## config.mk

```make
export PLATFORM = sky130hd
export DESIGN_NAME = particle_box_top
export DESIGN_NICKNAME = d
export VERILOG_FILES = /design/src/logic/sim_pkg.sv /design/src/logic/pixel_if.sv /design/src/logic/particle_if.sv /design/src/logic/lfsr_seeder.sv /design/src/logic/particle_sequencer.sv /design/src/logic/particle_step.sv /design/src/logic/pixel_writer.sv /design/src/logic/particle_box_top.sv
export SDC_FILE = /design/constraint.sdc
export NUM_CORES = 1
export LEC_CHECK = 0
export ABC_CLOCK_PERIOD_IN_PS = 23700
export BUFFER_PORTS_ARGS = -buffer_cell sky130_fd_sc_hd__buf_4
export CORE_MARGIN = 2
export CORE_UTILIZATION = 40
export DETAILED_ROUTE_END_ITERATION = 12
export PLACE_DENSITY = 0.52
export SLEW_MARGIN = 10
export SYNTH_ARGS = -nofsm -noshare
export SYNTH_HDL_FRONTEND = slang
export SYNTH_SLANG_ARGS = --single-unit
```

## constraint.sdc

```tcl
create_clock -name clock -period 23.7 [get_ports clock]
set_input_delay 7.11 -clock clock [delete_from_list [all_inputs] [get_ports clock]]
set_output_delay 7.11 -clock clock [all_outputs]
set_load 0.02 [all_outputs]
```

## src/logic/sim_pkg.sv

```systemverilog
`default_nettype none

package sim_pkg;

	// Widths
	localparam int COORD_W = 10;
	localparam int ADDR_W = 19;
	localparam int COUNT_W = 4;
	localparam int LFSR_W = 13;

	typedef logic [COORD_W-1:0] coord_t;
	typedef logic [ADDR_W-1:0] pixel_addr_t;
	// RGB332
	typedef logic [7:0] color_t;

	// Screen geometry
	localparam coord_t SCREEN_WIDTH = 10'd640;
	localparam coord_t SCREEN_HEIGHT = 10'd480;
	localparam coord_t CENTER_X = 10'd320;
	localparam coord_t CENTER_Y = 10'd240;

	// Limits and credits
	localparam int MAX_PARTICLES = 8;
	localparam int SINK_CREDITS = 4;
	localparam int WRITER_DEPTH = 4;

	localparam color_t COLOR_BLACK = 8'h00;
	localparam color_t COLOR_WHITE = 8'hFF;

	// Up is toward larger y
	typedef enum logic [1:0] {
		heading_left,
		heading_up,
		heading_right,
		heading_down
	} heading_t;

	typedef enum logic [2:0] {
		phase_seed,
		phase_outline,
		phase_idle,
		phase_erase,
		phase_move
	} phase_t;

endpackage

`default_nettype wire

```

## src/logic/pixel_if.sv

```systemverilog
`timescale 1ns/100ps
`default_nettype none

// Pixel requests toward the writer, one credit back per freed slot
interface pixel_if;
	import sim_pkg::*;

	logic valid;
	coord_t x;
	coord_t y;
	color_t color;
	logic credit;

	modport source (output valid, output x, output y, output color, input credit);
	modport sink (input valid, input x, input y, input color, output credit);
endinterface

`default_nettype wire

```

## src/logic/particle_if.sv

```systemverilog
`timescale 1ns/100ps
`default_nettype none

// One particle's state on its way to or from the step stage
interface particle_if;
	import sim_pkg::*;

	logic valid;
	logic [COUNT_W-1:0] index;
	coord_t x;
	coord_t y;
	heading_t heading;
	// Only meaningful on responses
	logic wall_hit;

	modport sender (output valid, output index, output x, output y, output heading,
		output wall_hit);
	modport receiver (input valid, input index, input x, input y, input heading,
		input wall_hit);
endinterface

`default_nettype wire

```

## src/logic/lfsr_seeder.sv

```systemverilog
`timescale 1ns/100ps
`default_nettype none

module lfsr_seeder (
	input  logic clock,
	input  logic reset,
	input  logic enable,
	output logic [sim_pkg::LFSR_W-1:0] word,
	output logic word_ready
);
	import sim_pkg::*;

	logic [LFSR_W-1:0] lfsr;
	logic [LFSR_W-1:0] lfsr_next;
	logic [3:0] shift_cnt;
	logic feedback;
	logic last_shift;

	// Fibonacci taps 12, 3, 2, 0
	assign feedback = lfsr[12] ^ lfsr[3] ^ lfsr[2] ^ lfsr[0];
	assign lfsr_next = {lfsr[LFSR_W-2:0], feedback};
	// Thirteenth shift of the current word
	assign last_shift = shift_cnt == 4'(LFSR_W - 1);

	always_ff @(posedge clock) begin
		if (reset || !enable) begin
			lfsr <= 13'h000F;
			shift_cnt <= '0;
			word_ready <= 1'b0;
		end else begin
			lfsr <= lfsr_next;
			shift_cnt <= last_shift ? '0 : shift_cnt + 4'd1;
			word_ready <= last_shift;
		end
	end

	// Captured together with the ready pulse
	always_ff @(posedge clock) begin
		if (enable && last_shift) begin
			word <= lfsr_next;
		end
	end

endmodule

`default_nettype wire

```

## src/logic/particle_sequencer.sv

```systemverilog
`timescale 1ns/100ps
`default_nettype none

module particle_sequencer (
	input  logic clock,
	input  logic reset,
	input  logic step,
	input  logic [sim_pkg::COUNT_W-1:0] num_particles,
	input  sim_pkg::coord_t box_width,
	input  logic [sim_pkg::LFSR_W-1:0] word,
	input  logic word_ready,
	output logic seed_enable,
	pixel_if.source pix,
	particle_if.sender req,
	particle_if.receiver rsp,
	output logic step_done,
	output logic [sim_pkg::COUNT_W-1:0] wall_hits
);
	import sim_pkg::*;

	typedef logic [$clog2(WRITER_DEPTH+1)-1:0] credit_t;
	typedef logic [$clog2(MAX_PARTICLES)-1:0] slot_t;

	// Particle register file
	coord_t x_q [MAX_PARTICLES];
	coord_t y_q [MAX_PARTICLES];
	heading_t head_q [MAX_PARTICLES];

	phase_t phase;
	logic [COUNT_W-1:0] n_lim;
	logic [COUNT_W-1:0] idx;
	logic [COUNT_W-1:0] rsp_cnt;
	logic [COUNT_W-1:0] hit_cnt;
	logic [1:0] seed_field;
	logic [1:0] side;
	coord_t run;
	credit_t credits;
	slot_t slot;
	slot_t rsp_slot;
	coord_t half;
	coord_t lo_x;
	coord_t hi_x;
	coord_t lo_y;
	coord_t hi_y;
	coord_t mask;
	coord_t cur_x;
	coord_t cur_y;
	coord_t out_x;
	coord_t out_y;
	logic on_outline;
	logic spend;

	////////////////////
	// Box geometry
	////////////////////

	assign n_lim = (num_particles > COUNT_W'(MAX_PARTICLES)) ? COUNT_W'(MAX_PARTICLES)
		: num_particles;
	assign half = box_width >> 1;
	assign lo_x = CENTER_X - half;
	assign hi_x = CENTER_X + half;
	assign lo_y = CENTER_Y - half;
	assign hi_y = CENTER_Y + half;
	// Seed spread grows with the box
	assign mask = (box_width < 10'd70) ? 10'd31 : (box_width < 10'd135) ? 10'd63
		: (box_width < 10'd265) ? 10'd127 : 10'd255;

	assign slot = slot_t'(idx);
	assign rsp_slot = slot_t'(rsp.index);
	assign cur_x = x_q[slot];
	assign cur_y = y_q[slot];
	// Erasing here would punch a hole in the outline
	assign on_outline = (cur_x == lo_x) || (cur_x == hi_x) || (cur_y == lo_y) || (cur_y == hi_y);
	assign seed_enable = phase == phase_seed;

	// Outline side order top, bottom, left, right
	always_comb begin
		out_x = lo_x + run;
		out_y = lo_y + run;
		case (side)
			2'd0: out_y = lo_y;
			2'd1: out_y = hi_y;
			2'd2: out_x = lo_x;
			default: out_x = hi_x;
		endcase
	end

	// One credit per pixel; moves reserve theirs at request time
	always_comb begin
		case (phase)
			phase_outline: spend = (credits != '0) && (run != box_width);
			phase_erase: spend = (credits != '0) && (idx != n_lim) && !on_outline;
			phase_move: spend = (credits != '0) && (idx != n_lim);
			default: spend = 1'b0;
		endcase
	end

	////////////////////
	// Phase FSM
	////////////////////

	always_ff @(posedge clock) begin
		if (reset) begin
			phase <= phase_seed;
			idx <= '0;
			rsp_cnt <= '0;
			hit_cnt <= '0;
			seed_field <= '0;
			side <= '0;
			run <= '0;
			credits <= credit_t'(WRITER_DEPTH);
			pix.valid <= 1'b0;
			req.valid <= 1'b0;
			step_done <= 1'b0;
			wall_hits <= '0;
		end else begin
			pix.valid <= 1'b0;
			req.valid <= 1'b0;
			step_done <= 1'b0;
			credits <= credits - credit_t'(spend) + credit_t'(pix.credit);
			case (phase)
				phase_seed: begin
					// All x, then all y, then all headings
					if (idx == n_lim) begin
						idx <= '0;
						seed_field <= seed_field + 2'd1;
						if (seed_field == 2'd2) begin
							phase <= phase_outline;
						end
					end else if (word_ready) begin
						idx <= idx + COUNT_W'(1);
					end
				end
				phase_outline: begin
					if (run == box_width) begin
						run <= '0;
						side <= side + 2'd1;
						if (side == 2'd3) begin
							phase <= phase_idle;
						end
					end else if (spend) begin
						run <= run + coord_t'(1);
						pix.valid <= 1'b1;
					end
				end
				phase_idle: begin
					if (step) begin
						phase <= phase_erase;
					end
				end
				phase_erase: begin
					if (idx == n_lim) begin
						idx <= '0;
						rsp_cnt <= '0;
						hit_cnt <= '0;
						phase <= phase_move;
					end else if (spend || on_outline) begin
						idx <= idx + COUNT_W'(1);
						pix.valid <= spend;
					end
				end
				phase_move: begin
					if (spend) begin
						idx <= idx + COUNT_W'(1);
						req.valid <= 1'b1;
					end
					if (rsp.valid) begin
						rsp_cnt <= rsp_cnt + COUNT_W'(1);
						hit_cnt <= hit_cnt + COUNT_W'(rsp.wall_hit);
						pix.valid <= 1'b1;
					end
					// Done once every response is drawn and the writer has drained
					if (rsp_cnt == n_lim && credits == credit_t'(WRITER_DEPTH)) begin
						idx <= '0;
						step_done <= 1'b1;
						wall_hits <= hit_cnt;
						phase <= phase_idle;
					end
				end
				default: phase <= phase_idle;
			endcase
		end
	end

	////////////////////
	// Particle and pixel data
	////////////////////

	always_ff @(posedge clock) begin
		if (phase == phase_seed && word_ready && idx != n_lim) begin
			case (seed_field)
				2'd0: x_q[slot] <= (coord_t'(word) & mask) + lo_x;
				2'd1: y_q[slot] <= (coord_t'(word) & mask) + lo_y;
				default: head_q[slot] <= heading_t'(word[1:0]);
			endcase
		end
		if (phase == phase_move && rsp.valid) begin
			x_q[rsp_slot] <= rsp.x;
			y_q[rsp_slot] <= rsp.y;
			head_q[rsp_slot] <= rsp.heading;
		end
		case (phase)
			phase_outline: begin
				pix.x <= out_x;
				pix.y <= out_y;
				pix.color <= COLOR_WHITE;
			end
			phase_erase: begin
				pix.x <= cur_x;
				pix.y <= cur_y;
				pix.color <= COLOR_BLACK;
			end
			default: begin
				pix.x <= rsp.x;
				pix.y <= rsp.y;
				pix.color <= COLOR_WHITE;
			end
		endcase
		req.index <= idx;
		req.x <= cur_x;
		req.y <= cur_y;
		req.heading <= head_q[slot];
	end

endmodule

`default_nettype wire

```

## src/logic/particle_step.sv

```systemverilog
`timescale 1ns/100ps
`default_nettype none

module particle_step (
	input  logic clock,
	input  logic reset,
	input  sim_pkg::coord_t speed,
	input  sim_pkg::coord_t box_width,
	particle_if.receiver req,
	particle_if.sender rsp
);
	import sim_pkg::*;

	// Room for overshoot past either edge of the screen
	typedef logic signed [COORD_W+1:0] wide_t;

	wide_t half;
	wide_t lo_x;
	wide_t hi_x;
	wide_t lo_y;
	wide_t hi_y;
	wide_t pos_x;
	wide_t pos_y;
	wide_t dx;
	wide_t dy;
	wide_t cand_x;
	wide_t cand_y;
	wide_t move_x;
	wide_t move_y;
	logic horizontal;
	logic hit_x;
	logic hit_y;
	heading_t new_heading;

	// Keep strictly inside the walls
	function automatic coord_t clamp(input wide_t pos, input wide_t lo, input wide_t hi);
		wide_t result;
		if (pos <= lo) begin
			result = lo + wide_t'(1);
		end else if (pos >= hi) begin
			result = hi - wide_t'(1);
		end else begin
			result = pos;
		end
		return coord_t'(result);
	endfunction

	assign half = wide_t'(box_width >> 1);
	assign lo_x = wide_t'(CENTER_X) - half;
	assign hi_x = wide_t'(CENTER_X) + half;
	assign lo_y = wide_t'(CENTER_Y) - half;
	assign hi_y = wide_t'(CENTER_Y) + half;
	assign pos_x = wide_t'(req.x);
	assign pos_y = wide_t'(req.y);
	assign horizontal = (req.heading == heading_left) || (req.heading == heading_right);

	// Displacement along the current heading
	always_comb begin
		dx = '0;
		dy = '0;
		case (req.heading)
			heading_left: dx = -wide_t'(speed);
			heading_right: dx = wide_t'(speed);
			heading_up: dy = wide_t'(speed);
			default: dy = -wide_t'(speed);
		endcase
	end

	assign cand_x = pos_x + dx;
	assign cand_y = pos_y + dy;
	// Only the axis of travel can bounce
	assign hit_x = horizontal && ((cand_x >= hi_x) || (cand_x <= lo_x));
	assign hit_y = !horizontal && ((cand_y >= hi_y) || (cand_y <= lo_y));
	assign move_x = hit_x ? pos_x - dx : cand_x;
	assign move_y = hit_y ? pos_y - dy : cand_y;

	always_comb begin
		new_heading = req.heading;
		if (hit_x || hit_y) begin
			case (req.heading)
				heading_left: new_heading = heading_right;
				heading_right: new_heading = heading_left;
				heading_up: new_heading = heading_down;
				default: new_heading = heading_up;
			endcase
		end
	end

	always_ff @(posedge clock) begin
		if (reset) begin
			rsp.valid <= 1'b0;
		end else begin
			rsp.valid <= req.valid;
		end
	end

	always_ff @(posedge clock) begin
		rsp.index <= req.index;
		rsp.x <= clamp(move_x, lo_x, hi_x);
		rsp.y <= clamp(move_y, lo_y, hi_y);
		rsp.heading <= new_heading;
		rsp.wall_hit <= hit_x || hit_y;
	end

endmodule

`default_nettype wire

```

## src/logic/pixel_writer.sv

```systemverilog
`timescale 1ns/100ps
`default_nettype none

module pixel_writer (
	input  logic clock,
	input  logic reset,
	pixel_if.sink pix,
	output logic pixel_valid,
	output sim_pkg::pixel_addr_t pixel_addr,
	output sim_pkg::color_t pixel_color,
	input  logic pixel_credit
);
	import sim_pkg::*;

	typedef logic [$clog2(WRITER_DEPTH)-1:0] ptr_t;
	typedef logic [$clog2(WRITER_DEPTH+1)-1:0] fill_t;
	typedef logic [$clog2(SINK_CREDITS+1)-1:0] sink_credit_t;

	// FIFO storage
	pixel_addr_t addr_mem [WRITER_DEPTH];
	color_t color_mem [WRITER_DEPTH];

	ptr_t wr_ptr;
	ptr_t rd_ptr;
	fill_t fill;
	sink_credit_t sink_credits;
	pixel_addr_t push_addr;
	logic pop;

	// Row major framebuffer address
	assign push_addr = pixel_addr_t'(pix.y) * pixel_addr_t'(SCREEN_WIDTH) + pixel_addr_t'(pix.x);
	// Drain only while the framebuffer has room
	assign pop = (fill != '0) && (sink_credits != '0);

	always_ff @(posedge clock) begin
		if (pix.valid) begin
			addr_mem[wr_ptr] <= push_addr;
			color_mem[wr_ptr] <= pix.color;
		end
		if (pop) begin
			pixel_addr <= addr_mem[rd_ptr];
			pixel_color <= color_mem[rd_ptr];
		end
	end

	always_ff @(posedge clock) begin
		if (reset) begin
			wr_ptr <= '0;
			rd_ptr <= '0;
			fill <= '0;
			sink_credits <= sink_credit_t'(SINK_CREDITS);
			pixel_valid <= 1'b0;
			pix.credit <= 1'b0;
		end else begin
			if (pix.valid) begin
				wr_ptr <= wr_ptr + ptr_t'(1);
			end
			if (pop) begin
				rd_ptr <= rd_ptr + ptr_t'(1);
			end
			fill <= fill + fill_t'(pix.valid) - fill_t'(pop);
			sink_credits <= sink_credits - sink_credit_t'(pop) + sink_credit_t'(pixel_credit);
			pixel_valid <= pop;
			// Slot freed, hand it back upstream
			pix.credit <= pop;
		end
	end

endmodule

`default_nettype wire

```

## src/logic/particle_box_top.sv

```systemverilog
`timescale 1ns/100ps
`default_nettype none

module particle_box_top (
	input  logic clock,
	input  logic reset,
	input  logic step,
	input  logic [sim_pkg::COUNT_W-1:0] num_particles,
	input  sim_pkg::coord_t box_width,
	input  sim_pkg::coord_t speed,
	input  logic pixel_credit,
	output logic pixel_valid,
	output sim_pkg::pixel_addr_t pixel_addr,
	output sim_pkg::color_t pixel_color,
	output logic step_done,
	output logic [sim_pkg::COUNT_W-1:0] wall_hits
);
	import sim_pkg::*;

	////////////////////
	// Internal buses
	////////////////////

	logic [LFSR_W-1:0] seed_word;
	logic seed_ready;
	logic seed_enable;

	pixel_if pix_bus ();
	// Requests out and responses back overlap by one cycle
	particle_if step_req ();
	particle_if step_rsp ();

	////////////////////
	// Pipeline
	////////////////////

	lfsr_seeder lfsr_seeder_inst (
		.clock(clock),
		.reset(reset),
		.enable(seed_enable),
		.word(seed_word),
		.word_ready(seed_ready)
	);

	particle_sequencer particle_sequencer_inst (
		.clock(clock),
		.reset(reset),
		.step(step),
		.num_particles(num_particles),
		.box_width(box_width),
		.word(seed_word),
		.word_ready(seed_ready),
		.seed_enable(seed_enable),
		.pix(pix_bus.source),
		.req(step_req.sender),
		.rsp(step_rsp.receiver),
		.step_done(step_done),
		.wall_hits(wall_hits)
	);

	particle_step particle_step_inst (
		.clock(clock),
		.reset(reset),
		.speed(speed),
		.box_width(box_width),
		.req(step_req.receiver),
		.rsp(step_rsp.sender)
	);

	pixel_writer pixel_writer_inst (
		.clock(clock),
		.reset(reset),
		.pix(pix_bus.sink),
		.pixel_valid(pixel_valid),
		.pixel_addr(pixel_addr),
		.pixel_color(pixel_color),
		.pixel_credit(pixel_credit)
	);

endmodule

`default_nettype wire

```

==> results.md <==
* Synth area leaders: edfxtp_1, dfxtp_1, ha_1, mux4_2, xnor2_1
* Synth top area share at a little over a third
* FP Rows at 90
* Switching share of power at 38.3%
* Max Cap Viol at 0
* RSZ-0062 raised after global routing: no
* Logic gate share of total power at between 40% and 50%
* Starting Density at between 40 and 50%
* Tmin final at 14230 ps
* DR pass1 iterations at 5
* Internal power at roughly 0.0020 W
* Post-synth EDFFs at about 280
* Netlist cell types at 89
* Status: finished, final reports clean
* Worst-path clk slew at about 60 ps
* Initial antenna violation count at 1
* Data required, critical path at about 24000 ps
* Die Ht at between 200 and 300 um
* Residual DRC at 0
* Crit path kind: in -> reg
* Fin crit share at 60.0%
* Sequential power share at 32.4%
* Hold Crit Endpoint: particle_step_inst.rsp.index[2]$_DFF_P_
* Hold WC Path Type: reg -> reg
* Sink Count at 428
* Grt ovf at 0
* Setup_tns at 0 ps
* Reg-to-reg endpoint: particle_step_inst.rsp.y[2]$_DFF_P_
* Fillers at approximately 5600
* Clock share of power at between 20% and 30%
* Worst-Margin Slew at about 1200 ps
* Pin count of the biggest net entering global routing at 53
* First-pass GRT wire length at around 100 mm
* CP max stage cell: a2111oi_0
* Power, Total at 0.00323 W
* Routed len/inst at roughly 22 um
* Max-slew violation count at 0
* Clock Tree Buf Depth at 3
* Syn. warnings at 0
* Switching Power at between 0.001 and 0.0015 W
* Total GRT Usage at 21.6%
* Routability cong. at between 0.9 and 1
* Peak supply drop at around 0.000065 V
* Inserted Clock Buffers at 48
* Total routed wirelength at approximately 70 mm
* CTS tree: done
* DP Wirelength at 50.3 mm
* P&R area growth vs syn at 11.7%
* Hold-fix buffers at CTS at 0
* Core area at just over 0.06 mm2
* Die area at approximately 0.063 mm2
* Clk_skew at 29.3 ps
* Critical Path Max Stage Delay at 530 ps
* Peak Freq at around 70 MHz
* Post-cts repair resize count at 0
* R2R depth at 31
* CP endpoint kind: register
* Mapped Area at 0.0245 mm2
* Post-CTS Setup Repair Bufs at 0
* Footprint of the multi-input gates at around 0.012 mm2
* Ys async rst share at 0%
* H-tree Lvls at 2
* Synth Net Count at between 2000 and 2500
* Worst r2r src: particle_sequencer_inst.req.heading[0]$_DFF_P_
* Num ports at 61
* CP Launch Point: speed[4]
* Sequential element share of the synthesized area at about 47%
* HP Start: particle_sequencer_inst.req.index[2]$_DFF_P_
* Share of post-route cells with drive strength above 1 at between 10% and 20%
* PD cells at roughly 120 mW/mm2
* Synth area leader: edfxtp_1
* Worst EP arrival at about 15000 ps
* Setup slack, reg-to-reg at roughly 16000 ps
* Leak at roughly 10 nW
* Vias per cell at around 5.6
* DRT antenna net count at 0
* Nets at between 2000 and 2500
* CP Launch Type: input pin
* Hold Violations, Final at 0
* Starting DRT DRC Count at around 1200
* Reg area at roughly 0.011 mm2
* Vias in the first global route at between 15000 and 20000
* Hold Crit Depth at 0
* Flops & latches, synth at roughly 430
* Setup Viol. Count Final at 0
* Die Wd at 251 um
* Worst-path maximum fanout at 26
* Most used DFF post-synth: edfxtp_1
* Avg Synthesized Cell Area at between 10 and 15 um2
* DR vias at ~17000
* Port Buffers at 60
* Clock latency on the worst-skew pair at ~600 ps
* Max-slew headroom at about a fifth
* Post-synthesis cell count at between 2000 and 2500
* Clock tree root driver cell: clkbuf_16
layout make-up:
type / instances / share of cell area [%]
inverter: 134 / 1.84
clock buffer: 65 / 4.88
multi-input combinational: 1542 / 44.3
sequential: 428 / 41.7
timing repair buffer: 96 / 2.63
clock inverter: 23 / 1.02
tap: 782 / 3.58
antenna: 6 / 0.0549
state kept, by name, indices dropped and copies added (netlist names), 4 cells and up, named ones only:
name / flops
particle_sequencer_inst.idx: 4
particle_sequencer_inst.pix.x: 10
particle_step_inst.rsp.y: 10
particle_sequencer_inst.run: 10
lfsr_seeder_inst.shift_cnt: 4
particle_sequencer_inst.req.y: 10
particle_sequencer_inst.hit_cnt: 4
particle_sequencer_inst.rsp_cnt: 4
pixel_writer_inst.color_mem: 4
particle_sequencer_inst.y_q: 80
particle_sequencer_inst.x_q: 80
particle_sequencer_inst.wall_hits: 4
pixel_writer_inst.addr_mem: 76
particle_step_inst.rsp.x: 10
particle_sequencer_inst.req.x: 10
lfsr_seeder_inst.word: 8
particle_sequencer_inst.pix.y: 10
pixel_writer_inst.pixel_addr: 19
lfsr_seeder_inst.lfsr: 13
particle_sequencer_inst.head_q: 16
cell families after synthesis:
family | after synthesis | synth area share (%)
AND/OR/NAND/NOR | 577 | 11.3
AO/OA/AOI/OAI | 423 | 11.2
adder cells (fa/ha/maj) | 216 | 11.4
buffers and inverters | 233 | 3.92
flip-flops | 428 | 46.6
XOR/XNOR | 199 | 7.30
multiplexers | 127 | 8.30
metrics by stage:
stage | setup slack (ps) | util, % | instances | hold slack, ps | instance area [um2]
2_1_floorplan | 9890 | - | 2203 | 310 | 24500
3_3_place_gp | 9110 | 42.6 | 2982 | 311 | 25700
3_5_place_dp | 9020 | 42.6 | 2982 | 315 | 25700
4_1_cts | 9620 | 45.2 | 3070 | 329 | 27400
5_1_grt | 9020 | 45.2 | 3070 | 332 | 27400
6_report | 9470 | 45.3 | 3076 | 326 | 27400
worst max-delay path by stage:
stage                                           to  slack (ps)  cells past startpoint
3_5_place_dp   particle_step_inst.rsp.y[2]$_DFF_P_        9020                     33
4_1_cts        particle_step_inst.rsp.y[2]$_DFF_P_        9620                     33
2_1_floorplan  particle_step_inst.rsp.y[4]$_DFF_P_        9890                     34
3_3_place_gp   particle_step_inst.rsp.y[2]$_DFF_P_        9110                     32
5_1_grt        particle_step_inst.rsp.y[2]$_DFF_P_        9020                     33
6_report       particle_step_inst.rsp.y[2]$_DFF_P_        9470                     32
cell usage in the layout (no fill, tap or decap), drive strengths merged, types with 17 or more instances in the layout:
cell,instances
xor2,55
nand4,21
buf,96
nor3,39
clkbuf,65
and2,20
clkinv,17
a21o,27
nand3,47
a21oi,141
edfxtp,284
nand2,119
nor2b,31
inv,134
mux2i,54
dfxtp,144
ha,205
nand2b,23
xnor2,143
mux4,57
or3,18
o21ai,80
o21bai,20
nor2,201
power by group through the flow:
stage	registers, W	clock network [W]	logic (W)
2_1_floorplan	0.00105	0	0.00102
3_3_place_gp	0.00106	0	0.00140
3_5_place_dp	0.00106	0	0.00142
4_1_cts	0.00104	0.000778	0.00143
5_1_grt	0.00105	0.000805	0.00159
6_report	0.00105	0.000758	0.00143
layer usage:
layer  track usage, %  up-vias  wire length, um
met5                0        -                0
met4             5.85        0             1450
met3             3.77       84             4060
met2             34.4      516            31400
met1             30.2     8425            31500
li1                 -     8117                -
cells in the mapped netlist, types with 47 or more instances:
| cell type | count |
|---|---|
| a21oi_1 | 139 |
| clkbuf_1 | 65 |
| dfxtp_1 | 144 |
| edfxtp_1 | 284 |
| ha_1 | 205 |
| inv_1 | 130 |
| mux2i_1 | 51 |
| mux4_2 | 57 |
| nand2_1 | 119 |
| nand3_1 | 47 |
| nor2_1 | 201 |
| o21ai_0 | 76 |
| xnor2_1 | 139 |
| xor2_1 | 55 |
critical path: cells and delay by family:
family	cells	cell delay, ps
fa+ha+maj	3	970
buf+inv	2	370
simple gates	9	1990
compound gates	15	3350
mux	1	440
xor+xnor	2	510
(Power assumes the default switching activity.)
